File: src/source/cart_load_pkg.sv
// cartridge load package: word views, header offsets, cheat layout and quirk flags
`default_nettype none

package cart_load_pkg;

	////////////////////////////////////////
	// data types

	// one flash word, read whole or split into bytes
	// the cheat loader and SDRAM side use the whole word, header parsers the bytes
	typedef union packed {
		logic [15:0] word;
		struct packed {
			logic [7:0] hi_byte;
			logic [7:0] lo_byte;
		} bytes;
	} load_word_t;

	// cheat code layout, msb is the one-cycle load strobe
	// integer fields stay big endian as the loader sends them
	typedef struct packed {
		logic        load;
		logic [31:0] flags;
		logic [31:0] address;
		logic [31:0] compare;
		logic [31:0] replace;
	} cheat_code_t;

	// per-cartridge behaviour fixes
	typedef struct packed {
		logic sram;
		logic eeprom;
		logic noram;
		logic fifo;
		logic fmbusy;
	} quirk_flags_t;

	////////////////////////////////////////
	// offsets and constants

	// all-ones menu slot carries cheat files
	localparam logic [7:0] CODE_MENU_INDEX   = 8'hFF;
	// high replace half-word, the last one of a code
	localparam logic [3:0] CHEAT_LAST_OFFSET = 4'd14;

	// region letters in the ROM header
	localparam int unsigned HDR_REGION_A = 32'h1F0;
	localparam int unsigned HDR_REGION_B = 32'h1F2;
	// first word past the header
	localparam int unsigned HDR_END      = 32'h200;

	// serial number field, eight characters
	localparam int unsigned ID_FIRST  = 32'h182;
	localparam int unsigned ID_LAST   = 32'h18A;
	// ID is complete once this word arrives
	localparam int unsigned ID_DECIDE = 32'h18C;

	// light gun sensor delay for carts without a table entry
	localparam logic [7:0] GUN_DELAY_DEFAULT = 8'd44;

endpackage

`default_nettype wire
File: src/source/load_bus_if.sv
// load bus: one classified loader word broadcast from the load port to the parsers
`timescale 1ns/1ps
`default_nettype none

interface load_bus_if #(
	parameter int ADDR_WIDTH = 25
) ();
	import cart_load_pkg::*;

	// one-cycle strobes, at most one of them per cycle
	logic                  cart_wr;
	logic                  code_wr;
	// byte address and data of the strobed word
	logic [ADDR_WIDTH-1:0] addr;
	load_word_t            word;
	// first cycle of a cartridge download
	logic                  cart_start;

	modport src  (output cart_wr, code_wr, addr, word, cart_start);
	modport sink (input  cart_wr, code_wr, addr, word, cart_start);

endinterface

`default_nettype wire

File: src/source/cart_load_top.sv
// cartridge load top: load port, cheat loader, region scan and quirk table on one load bus
`timescale 1ns/1ps
`default_nettype none

module cart_load_top #(
	parameter int ADDR_WIDTH = 25
) (
	input  wire                              clk_sys,
	input  wire                              reset,
	// flash-side loader
	input  wire                              loading,
	input  wire [7:0]                        load_index,
	input  wire                              load_wr,
	input  wire [ADDR_WIDTH-1:0]             load_addr,
	input  wire cart_load_pkg::load_word_t   load_data,
	output wire                              load_wait,
	// SDRAM write port
	output wire [ADDR_WIDTH-1:0]             sdram_addr,
	output cart_load_pkg::load_word_t        sdram_data,
	output wire                              sdram_req,
	input  wire                              sdram_ack,
	// to the console core
	output cart_load_pkg::cheat_code_t       cheat_code,
	output wire                              cheat_available_reset,
	output wire                              region_j,
	output wire                              region_u,
	output wire                              region_e,
	output wire                              header_ready,
	output cart_load_pkg::quirk_flags_t      quirks,
	output wire                              gun_type,
	output wire [7:0]                        gun_sensor_delay
);

	load_bus_if #(.ADDR_WIDTH(ADDR_WIDTH)) load_bus ();

	////////////////////////////////////////
	// front end

	load_port #(.ADDR_WIDTH(ADDR_WIDTH)) load_port_i (
		.clk_sys    (clk_sys),
		.reset      (reset),
		.loading    (loading),
		.load_index (load_index),
		.load_wr    (load_wr),
		.load_addr  (load_addr),
		.load_data  (load_data),
		.load_wait  (load_wait),
		.sdram_addr (sdram_addr),
		.sdram_data (sdram_data),
		.sdram_req  (sdram_req),
		.sdram_ack  (sdram_ack),
		.bus        (load_bus.src)
	);

	////////////////////////////////////////
	// parsers

	cheat_code_loader cheat_code_loader_i (
		.clk_sys               (clk_sys),
		.reset                 (reset),
		.bus                   (load_bus.sink),
		.cheat_code            (cheat_code),
		.cheat_available_reset (cheat_available_reset)
	);

	region_detect region_detect_i (
		.clk_sys      (clk_sys),
		.reset        (reset),
		.loading      (loading),
		.bus          (load_bus.sink),
		.region_j     (region_j),
		.region_u     (region_u),
		.region_e     (region_e),
		.header_ready (header_ready)
	);

	cart_quirk_lookup cart_quirk_lookup_i (
		.clk_sys          (clk_sys),
		.reset            (reset),
		.bus              (load_bus.sink),
		.quirks           (quirks),
		.gun_type         (gun_type),
		.gun_sensor_delay (gun_sensor_delay)
	);

endmodule

`default_nettype wire

File: src/source/cart_quirk_lookup.sv
// cart quirk lookup: collects the header serial number and maps it to quirk and gun settings
`timescale 1ns/1ps
`default_nettype none

module cart_quirk_lookup (
	input  wire                           clk_sys,
	input  wire                           reset,
	load_bus_if.sink                      bus,
	output cart_load_pkg::quirk_flags_t   quirks,
	output logic                          gun_type,
	output logic [7:0]                    gun_sensor_delay
);
	import cart_load_pkg::*;

	logic [63:0]  cart_id;
	quirk_flags_t id_flags;
	logic         id_gun_type;
	logic [7:0]   id_delay;
	logic         id_decide;

	////////////////////////////////////////
	// serial number gather

	// header words are big endian, so middle words get swapped
	always_ff @(posedge clk_sys) begin
		if (bus.cart_wr) begin
			if (bus.addr == ID_FIRST)
				cart_id[63:56] <= bus.word.bytes.hi_byte;
			if (bus.addr == ID_FIRST + 2)
				cart_id[55:40] <= {bus.word.bytes.lo_byte, bus.word.bytes.hi_byte};
			if (bus.addr == ID_FIRST + 4)
				cart_id[39:24] <= {bus.word.bytes.lo_byte, bus.word.bytes.hi_byte};
			if (bus.addr == ID_FIRST + 6)
				cart_id[23:8] <= {bus.word.bytes.lo_byte, bus.word.bytes.hi_byte};
			if (bus.addr == ID_LAST)
				cart_id[7:0] <= bus.word.bytes.lo_byte;
		end
	end

	////////////////////////////////////////
	// table

	always_comb begin
		id_flags    = '0;
		id_gun_type = 1'b0;
		id_delay    = GUN_DELAY_DEFAULT;
		case (cart_id)
			// battery RAM mapped where the header does not say so
			"T-081276": id_flags.sram   = 1'b1;
			"T-81406 ": id_flags.sram   = 1'b1;
			// serial EEPROM saves
			"MK-1215 ": id_flags.eeprom = 1'b1;
			"G-4060  ": id_flags.eeprom = 1'b1;
			// copy protection expects no RAM
			"T-113016": id_flags.noram  = 1'b1;
			"T-89016 ": id_flags.fifo   = 1'b1;
			"T-35036 ": id_flags.fmbusy = 1'b1;
			// light gun titles, menacer style unless noted
			"MK-1533 ": id_delay = 8'd100;
			"T-95096-": begin
				// justifier
				id_gun_type = 1'b1;
				id_delay    = 8'd52;
			end
			"T-95136-": begin
				id_gun_type = 1'b1;
				id_delay    = 8'd30;
			end
			default: ;
		endcase
	end

	assign id_decide = bus.cart_wr && (bus.addr == ID_DECIDE);

	// quirks only ever set here, cleared by a new download
	// gun settings follow the latest lookup
	always_ff @(posedge clk_sys) begin
		if (reset) begin
			quirks           <= '0;
			gun_type         <= 1'b0;
			gun_sensor_delay <= GUN_DELAY_DEFAULT;
		end else begin
			if (bus.cart_start) quirks <= '0;
			if (id_decide) begin
				quirks           <= quirks | id_flags;
				gun_type         <= id_gun_type;
				gun_sensor_delay <= id_delay;
			end
		end
	end

endmodule

`default_nettype wire

File: src/source/region_detect.sv
// region detect: scans the ROM header region field for J, U and export letters
`timescale 1ns/1ps
`default_nettype none

module region_detect (
	input  wire      clk_sys,
	input  wire      reset,
	input  wire      loading,
	load_bus_if.sink bus,
	output logic     region_j,
	output logic     region_u,
	output logic     region_e,
	output logic     header_ready
);
	import cart_load_pkg::*;

	logic [2:0] region_q;
	logic [2:0] hit;
	logic       loading_q;

	// one region letter, J beats U beats any other printable code
	function automatic logic [2:0] region_hit(input logic [7:0] c);
		logic [2:0] r;
		r = 3'b000;
		if (c == "J") r[2] = 1'b1;
		else if (c == "U") r[1] = 1'b1;
		else if ((c >= "0") && (c <= "Z")) r[0] = 1'b1;
		return r;
	endfunction

	// low byte of both region words, high byte only of the first
	always_comb begin
		hit = 3'b000;
		if (bus.cart_wr) begin
			if ((bus.addr == HDR_REGION_A) || (bus.addr == HDR_REGION_B))
				hit = hit | region_hit(bus.word.bytes.lo_byte);
			if (bus.addr == HDR_REGION_A)
				hit = hit | region_hit(bus.word.bytes.hi_byte);
		end
	end

	always_ff @(posedge clk_sys) begin
		if (reset) begin
			region_q     <= 3'b000;
			header_ready <= 1'b0;
			loading_q    <= 1'b0;
		end else begin
			loading_q <= loading;
			// flags collect over the whole header, new download starts clean
			region_q  <= (bus.cart_start ? 3'b000 : region_q) | hit;
			if (bus.cart_wr && (bus.addr == HDR_END)) header_ready <= 1'b1;
			// end of download wins over a late header word
			if (loading_q && !loading) header_ready <= 1'b0;
		end
	end

	assign region_j = region_q[2];
	assign region_u = region_q[1];
	assign region_e = region_q[0];

endmodule

`default_nettype wire

File: src/source/cheat_code_loader.sv
// cheat code loader: packs eight cheat half-words into one code and pulses its load bit
`timescale 1ns/1ps
`default_nettype none

module cheat_code_loader (
	input  wire                          clk_sys,
	input  wire                          reset,
	load_bus_if.sink                     bus,
	output cart_load_pkg::cheat_code_t   cheat_code,
	output logic                         cheat_available_reset
);
	import cart_load_pkg::*;

	logic        load_q;
	logic [31:0] flags_q;
	logic [31:0] address_q;
	logic [31:0] compare_q;
	logic [31:0] replace_q;

	// load strobe, high for the cycle after the last half-word
	always_ff @(posedge clk_sys) begin
		if (reset) begin
			load_q <= 1'b0;
		end else begin
			load_q <= bus.code_wr && (bus.addr[3:0] == CHEAT_LAST_OFFSET);
		end
	end

	// low half first, then high half, for each field
	// odd offsets fall through
	always_ff @(posedge clk_sys) begin
		if (bus.code_wr) begin
			case (bus.addr[3:0])
				4'd0:              flags_q[15:0]    <= bus.word.word;
				4'd2:              flags_q[31:16]   <= bus.word.word;
				4'd4:              address_q[15:0]  <= bus.word.word;
				4'd6:              address_q[31:16] <= bus.word.word;
				4'd8:              compare_q[15:0]  <= bus.word.word;
				4'd10:             compare_q[31:16] <= bus.word.word;
				4'd12:             replace_q[15:0]  <= bus.word.word;
				CHEAT_LAST_OFFSET: replace_q[31:16] <= bus.word.word;
				default: ;
			endcase
		end
	end

	assign cheat_code.load    = load_q;
	assign cheat_code.flags   = flags_q;
	assign cheat_code.address = address_q;
	assign cheat_code.compare = compare_q;
	assign cheat_code.replace = replace_q;

	// first word of a cheat file drops the old code list
	assign cheat_available_reset = bus.code_wr && (bus.addr == '0);

endmodule

`default_nettype wire

File: src/source/load_port.sv
// load port: splits loader words into cart and cheat traffic and paces cart writes to SDRAM
`timescale 1ns/1ps
`default_nettype none

module load_port #(
	parameter int ADDR_WIDTH = 25
) (
	input  wire                              clk_sys,
	input  wire                              reset,
	// loader side
	input  wire                              loading,
	input  wire [7:0]                        load_index,
	input  wire                              load_wr,
	input  wire [ADDR_WIDTH-1:0]             load_addr,
	input  wire cart_load_pkg::load_word_t   load_data,
	output logic                             load_wait,
	// SDRAM write port
	output logic [ADDR_WIDTH-1:0]            sdram_addr,
	output cart_load_pkg::load_word_t        sdram_data,
	output logic                             sdram_req,
	input  wire                              sdram_ack,
	// to the parsers
	load_bus_if.src                          bus
);
	import cart_load_pkg::*;

	logic code_index;
	logic cart_download;
	logic code_download;
	logic cart_dl_q;

	// cheat files arrive on the all-ones menu slot, everything else is ROM
	assign code_index    = (load_index == CODE_MENU_INDEX);
	assign cart_download = loading & ~code_index;
	assign code_download = loading & code_index;

	////////////////////////////////////////
	// strobes and write handshake

	always_ff @(posedge clk_sys) begin
		if (reset) begin
			cart_dl_q      <= 1'b0;
			bus.cart_start <= 1'b0;
			bus.cart_wr    <= 1'b0;
			bus.code_wr    <= 1'b0;
			sdram_req      <= 1'b0;
			load_wait      <= 1'b0;
		end else begin
			cart_dl_q      <= cart_download;
			bus.cart_start <= cart_download & ~cart_dl_q;
			bus.cart_wr    <= load_wr & cart_download;
			bus.code_wr    <= load_wr & code_download;
			// toggle request, hold the loader until ack catches up
			if (load_wr && cart_download) begin
				sdram_req <= ~sdram_req;
				load_wait <= 1'b1;
			end else if (load_wait && (sdram_req == sdram_ack)) begin
				load_wait <= 1'b0;
			end
		end
	end

	////////////////////////////////////////
	// payload

	always_ff @(posedge clk_sys) begin
		if (load_wr) begin
			bus.addr <= load_addr;
			bus.word <= load_data;
		end
		// SDRAM wants the other byte order
		if (load_wr && cart_download) begin
			sdram_addr <= load_addr;
			sdram_data <= {load_data.bytes.lo_byte, load_data.bytes.hi_byte};
		end
	end

endmodule

`default_nettype wire

File: config.mk
export PLATFORM = sky130hd
export DESIGN_NAME = cart_load_top
export DESIGN_NICKNAME = d
export VERILOG_FILES = /design/src/source/cart_load_pkg.sv /design/src/source/load_bus_if.sv /design/src/source/cart_load_top.sv /design/src/source/cart_quirk_lookup.sv /design/src/source/region_detect.sv /design/src/source/cheat_code_loader.sv /design/src/source/load_port.sv
export SDC_FILE = /design/constraint.sdc
export NUM_CORES = 1
export LEC_CHECK = 0
export BUFFER_PORTS_ARGS = -buffer_cell sky130_fd_sc_hd__buf_2
export CAP_MARGIN = 10
export CORE_MARGIN = 5
export CORE_UTILIZATION = 48
export CTS_CLUSTER_SIZE = 30
export DETAILED_ROUTE_END_ITERATION = 16
export PLACE_DENSITY = 0.75
export SKIP_CTS_REPAIR_TIMING = 1
export SYNTH_ARGS = -nofsm -noshare
export SYNTH_HDL_FRONTEND = slang
export SYNTH_HIERARCHICAL = 1
export SYNTH_SLANG_ARGS = --single-unit
export TNS_END_PERCENT = 30
File: constraint.sdc
create_clock -name clk_sys -period 3 [get_ports clk_sys]
set_input_delay 0.6 -clock clk_sys [delete_from_list [all_inputs] [get_ports clk_sys]]
set_output_delay 0.6 -clock clk_sys [all_outputs]
set_load 0.03 [all_outputs]
==> impl_metrics.ini, run 1 <==
[status]
status = completed

[logic_synthesis]
ys_seq_area_share_pct = 83.5
synth_edf_count = 274
synthCells = 551
ys.flop_type = edfxtp_1
yosysWarnings = 6
ys_seq_elements = 296
syn_area_per_cell_um2 = 18.8
syn-cell-area_um2 = 10400
yosysUniqueCellTypes = 61
synthArstFlopShare_pct = 0

[cts]
h-tree-depth = 1
cts.sinks = 296
cts_buffers = 28
worstSkewPairLatency_ns = 0.53
clockBufferDepth = 3
path_clk_slew_ns = 0.06
cts-root-buf = clkbuf_16
cts_tree = done

[worst_setup_path]
cp.arrival_ns = 2.12
cpPeakStageDelay_ns = 0.51
timing.rr.start = load_port_i/bus.addr[21]
required_ns = 2.40
crit_type = reg -> out
critical_path.max_fanout = 9
end_kind = output pin
timing.reg2reg.setup_slack_ns = 0.63
r2r_end = cart_quirk_lookup_i/cart_id[22]
crit_slowest_cell = edfxtp_1
reg2reg_depth = 4
worstPathCellList = or3b_4, nor3_4, and4b_1, buf_2
start_kind = register

[floorplan]
ios = 245
die_h_um = 157
die-area_um2 = 24700
num_rows = 53
core_area_um2 = 21200
start_util_pct = 49.1
die_x_um = 157

[timing]
rsz0062_at_grt = false
tns_ns = 0
report.final.slew_viol_count = 0
maxSlewHeadroom_pct = 47.5
fin_crit_ns = 2.72
hold_viol = 0
fmax_mhz = 367
fin_skew_ns = 0.0115
period_share_pct = 90.7
finalSetupViolCount = 0
tightest_slew_ns = 0.787

[global_route]
grt_max_degree = 42
gr-total-overflow = 0
grt_pass1_wl_um = 37600
grt_util_all_layers_pct = 20.1
grt_pass1_vias = 6383
antenna_found_initial = 0

[job]
max_cap_viol_count = 0

[final_layout]
layoutNonFillerInstCount = 1133
drive_gt1_share_pct = 38.8
syn2layout_area_growth_pct = 24.6
antennaDiodeCount = 0
fin_nets = 890

[pwr]
switching_share_pct = 20.7
p_comb_share_pct = 3.6
p_clk_share_pct = 39.8
vdd.ir_drop.worst_mv = 0.513
intPower_mw = 6.65
power_leakage_nw = 4.62
power.density_nw_per_um2 = 649
seqPwrFrac_pct = 56.6
switchingPower_mw = 1.74

[hold_path]
min_to = load_port_i/sdram_addr[20]
holdPathStages = 1
min_from = load_addr[20]
hold_path_class = in -> reg

[routing]
ant_nets = 0
drt-pass1-iter-count = 5
drc = 0
via_per_inst = 5.47
num_vias = 6197
wirelength_um = 25200
drt-wirelength-per-cell_um = 22.2
drtIter0Drc = 536

[placement]
placedCellCount = 1081
gp_congestion = 0.947
hpwl_um = 17400
port_buffers = 241
[worst max-delay path by stage]
stage,startpoint,endpoint,cells past startpoint
finish,load_port_i/bus.addr[1],cheat_available_reset,4
global route,load_port_i/bus.addr[1],cheat_available_reset,4
CTS,load_port_i/bus.addr[1],cheat_available_reset,4
detailed placement,load_port_i/bus.addr[21],cart_quirk_lookup_i/cart_id[18],4
global placement,load_port_i/bus.addr[0],cart_quirk_lookup_i/cart_id[19],4
floorplan,load_port_i/bus.addr[0],cart_quirk_lookup_i/cart_id[24],4
[power by group through the flow]
stage	clock (mW)	sequential (mW)	combinational, mW
CTS	3.39	4.75	0.303
global route	3.57	4.76	0.322
global placement	0	4.83	0.299
detailed placement	0	4.84	0.302
finish	3.34	4.75	0.300
floorplan	0	4.88	0.0604
[per-layer routing]
metal  track usage (%)  part of all wire, %  up-vias
met5                 0                    0        -
met4              5.00                  2.7        0
met3              5.58                  8.4       50
met2              34.7                   50      274
met1              25.5                   39     3088
li1                  -                    -     2785
[worst max-delay path, delay by kind of cell, from the launching register on]
family | cells | cell delay (ns)
buffers and inverters | 1 | 0.22
DFF | 1 | 0.51
and+or+nand+nor | 3 | 0.87
[cells by family (layout without fill, tap and decap cells)]
kind of cell | count (synthesis) | in the layout | synth area share [%]
DFF | 296 | 296 | 83.5
and+or+nand+nor | 213 | 213 | 13.8
AOI/OAI and AO/OA | 27 | 27 | 1.78
buffers and inverters | 11 | 317 | 0.639
other | 2 | 3 | 0.0723
xor gates and xnor gates | 1 | 1 | 0.0844
muxes | 1 | 1 | 0.145
[cells in the mapped netlist (2+ instances only)]
master / n / area (µm²)
nor2b_1: 7 / 43.8
and4bb_2: 6 / 75.1
nor3b_1: 6 / 45.0
nor4b_1: 9 / 78.8
nand3_1: 16 / 80.1
nand4_1: 15 / 93.8
and4_1: 4 / 35.0
nor4_4: 5 / 106
a21oi_1: 12 / 60.1
nand2b_1: 5 / 31.3
edfxtp_1: 274 / 8230
and4b_1: 3 / 30.0
dfxtp_1: 22 / 440
conb_1: 2 / 7.51
nand4b_1: 5 / 43.8
nor2_1: 32 / 120
nor4bb_1: 5 / 50.1
nand3b_1: 7 / 52.6
nor3_2: 2 / 20.0
or4b_1: 2 / 20.0
and3_1: 6 / 37.5
nand4_2: 2 / 25.0
nor4_2: 2 / 25.0
nor4_1: 18 / 113
nand2_1: 24 / 90.1
nor3_1: 18 / 90.1
buf_4: 5 / 37.5
inv_1: 3 / 11.3
or3_1: 2 / 12.5
[flip-flops by register name, indices dropped and copies added, names as in the netlist, 25 cells and up]
name	flops
cheat_code_loader_i/compare_q	32
cheat_code_loader_i/address_q	32
cart_quirk_lookup_i/cart_id	64
load_port_i/sdram_addr	25
cheat_code_loader_i/replace_q	32
cheat_code_loader_i/flags_q	32
load_port_i/bus.addr	25
[layout make-up]
type,count,area (µm²)
clock buffers,42,805
clock inverters,10,72.6
fillers,1554,8220
inverters,4,15.0
multi-input cells,245,1680
flip-flops and latches,296,8670
well taps,275,344
repair buffers,261,1360
[cell usage in the layout (no fill, tap or decap), types with 2 or more instances in the layout]
cell type / instances
nand3_1: 16
nand4_2: 2
nor4_1: 18
edfxtp_1: 274
clkbuf_1: 10
nand2_1: 24
nor3b_1: 5
nand3b_1: 7
nand4_1: 15
clkinv_2: 4
nor4b_1: 9
nand4b_1: 5
a21oi_1: 12
and4_1: 4
clkbuf_16: 29
nor2b_1: 7
clkinv_1: 4
nor4_2: 2
inv_1: 3
nor4_4: 5
and4b_1: 3
buf_2: 241
nand2b_1: 5
nor3_2: 3
or3_1: 2
conb_1: 3
nor2_1: 32
or4b_1: 2
dfxtp_1: 22
nor3_1: 16
clkbuf_8: 3
and3_1: 6
nor4bb_1: 5
buf_4: 20
and4bb_2: 6
[metrics by stage]
| step | hold WS [ns] | total power [mW] | setup slack, ns | utilization (%) | instance area, µm² |
|---|---|---|---|---|---|
| after floorplan | 0.374 | 4.94 | 0.0600 | - | 10400 |
| after global placement | 0.382 | 5.13 | 0.738 | 57.0 | 12100 |
| after detailed placement | 0.393 | 5.14 | 0.604 | 57.0 | 12100 |
| after CTS | 0.238 | 8.45 | 0.241 | 61.2 | 12900 |
| after global routing | 0.241 | 8.65 | 0.202 | 61.2 | 12900 |
| final | 0.259 | 8.39 | 0.278 | 61.2 | 12900 |
(Power assumes the default switching activity.)
==> run 2: changes to the inputs <==
--- a/config.mk
+++ b/config.mk
@@ -7,6 +7,7 @@
 export LEC_CHECK = 0
 export BUFFER_PORTS_ARGS = -buffer_cell sky130_fd_sc_hd__buf_2
 export CAP_MARGIN = 10
+export CORE_ASPECT_RATIO = 1.75
 export CORE_MARGIN = 5
 export CORE_UTILIZATION = 48
 export CTS_CLUSTER_SIZE = 30
==> run 2 against run 1 <==
Net effect: sequential power barely moved; clock skew is 0.0085 ns higher; total power increased by 0.14%; cell area barely moved; setup slack better by 0.046 ns; via count shrank 1.4%; non-clock buffer count shrank 2; combinational power fell by 3%; clock power about the same; critical path type unchanged; critical endpoint unchanged; largest cell class unchanged.
==> impl_metrics.ini, run 2 (synthesized netlist as in run 1, its figures left out) <==
[status]
status = completed

[timing]
rsz0062_at_grt = false
tns_ns = 0
report.final.slew_viol_count = 0
period_share_pct = 89.2
fmax_mhz = 374
fin_skew_ns = 0.0200
tightest_slew_ns = 0.756
maxSlewHeadroom_pct = 48.9
finalSetupViolCount = 0
fin_crit_ns = 2.68
whs_ns = 0.256
hold_viol = 0
setup_slack_ns = 0.323

[job]
max_cap_viol_count = 0

[pwr]
power_leakage_nw = 4.59
vdd.ir_drop.worst_mv = 0.658
power.density_nw_per_um2 = 649

[hold_path]
hold_path_class = in -> reg
holdPathStages = 1

[final_layout]
final_common_cell = edfxtp_1
drive_gt1_share_pct = 39.5
regMostFlops = cart_quirk_lookup_i/cart_id
antennaDiodeCount = 0
fin_nets = 886
largest_reg_flops = 64
most-common-layout-cells = 274 x edfxtp_1, 241 x buf_2, 26 x nor2_1, 26 x clkbuf_16, 24 x nand2_1
final_util_pct = 60.4
layoutNonFillerInstCount = 1142
syn2layout_area_growth_pct = 24.6

[routing]
drtIter0Drc = 450
drc = 0
num_vias = 6109
drt-pass1-iter-count = 4
drt-wirelength-per-cell_um = 22.6
via_per_inst = 5.35
ant_nets = 0
wirelength_um = 25800

[global_route]
grt_pass1_wl_um = 37700
antenna_found_initial = 0
grt_pass1_vias = 6297
grt_max_degree = 42
grt_util_all_layers_pct = 20.5
gr-total-overflow = 0

[cts]
cts-root-buf = clkbuf_16
cts_buffers = 26
cts.sinks = 296
cts_tree = done
h-tree-depth = 1
clockBufferDepth = 3
worstSkewPairLatency_ns = 0.53
path_clk_slew_ns = 0.07

[worst_setup_path]
end_kind = output pin
critical_path.max_fanout = 9
cp.arrival_ns = 2.08
crit_type = reg -> out
start_kind = register
required_ns = 2.40
reg2reg_depth = 4

[placement]
pre_cts_ws_ns = 0.626
placedCellCount = 1096
hpwl_um = 18600
port_buffers = 241
gp_congestion = 0.964

[floorplan]
start_util_pct = 48.5
core_area_um2 = 21400
ios = 245
die_h_um = 205
num_rows = 71
die_x_um = 121
die-area_um2 = 24800
-- run 2: worst max-delay path, stage by stage (launching register included) --
cell and delay, ns:
edfxtp_1 0.52, or3b_4 0.47, nor3_4 0.13, and4b_1 0.21, buf_2 0.20
-- run 2: report_power, final --
group / internal, mW / switching [mW]
Sequential: 4.63 / 0.121
Combinational: 0.0883 / 0.202
Clock: 1.95 / 1.41
Total: 6.66 / 1.74
-- run 2: area by class of cell --
type | instances | area (µm²)
Inverter | 4 | 15.0
Timing Repair Buffer | 259 | 1340
Fill cell | 1632 | 8470
Clock inverter | 13 | 183
Tap cell | 292 | 365
Multi-Input combinational cell | 245 | 1690
Sequential cell | 296 | 8670
Clock buffer | 33 | 677
-- run 2: final timing paths --
check	from	end	slack, ns
worst max-delay path	load_port_i/bus.addr[1]	cheat_available_reset	0.32
worst min-delay path	load_addr[4]	load_port_i/bus.addr[4]	0.26
worst max register to register	load_port_i/bus.addr[15]	cart_quirk_lookup_i/cart_id[9]	0.62
worst min register to register	load_port_i/cart_dl_q	load_port_i/bus.cart_start	0.41
-- run 2: metrics by stage --
| stage | power (mW) | cell area, µm² |
|---|---|---|
| 6_report | 8.40 | 12900 |
| 5_1_grt | 8.66 | 12900 |
| 4_1_cts | 8.46 | 12900 |
| 3_5_place_dp | 5.13 | 12100 |
| 3_3_place_gp | 5.12 | 12100 |
| 2_1_floorplan | 4.94 | 10400 |
-- run 2: layer usage --
metal | GRT usage, % | vias to the layer above | routed length, µm
met2 | 40.6 | 213 | 15200
met5 | 0 | - | 0
met1 | 20.9 | 3068 | 8190
met3 | 3.31 | 58 | 1390
met4 | 7.69 | 0 | 940
li1 | - | 2770 | -
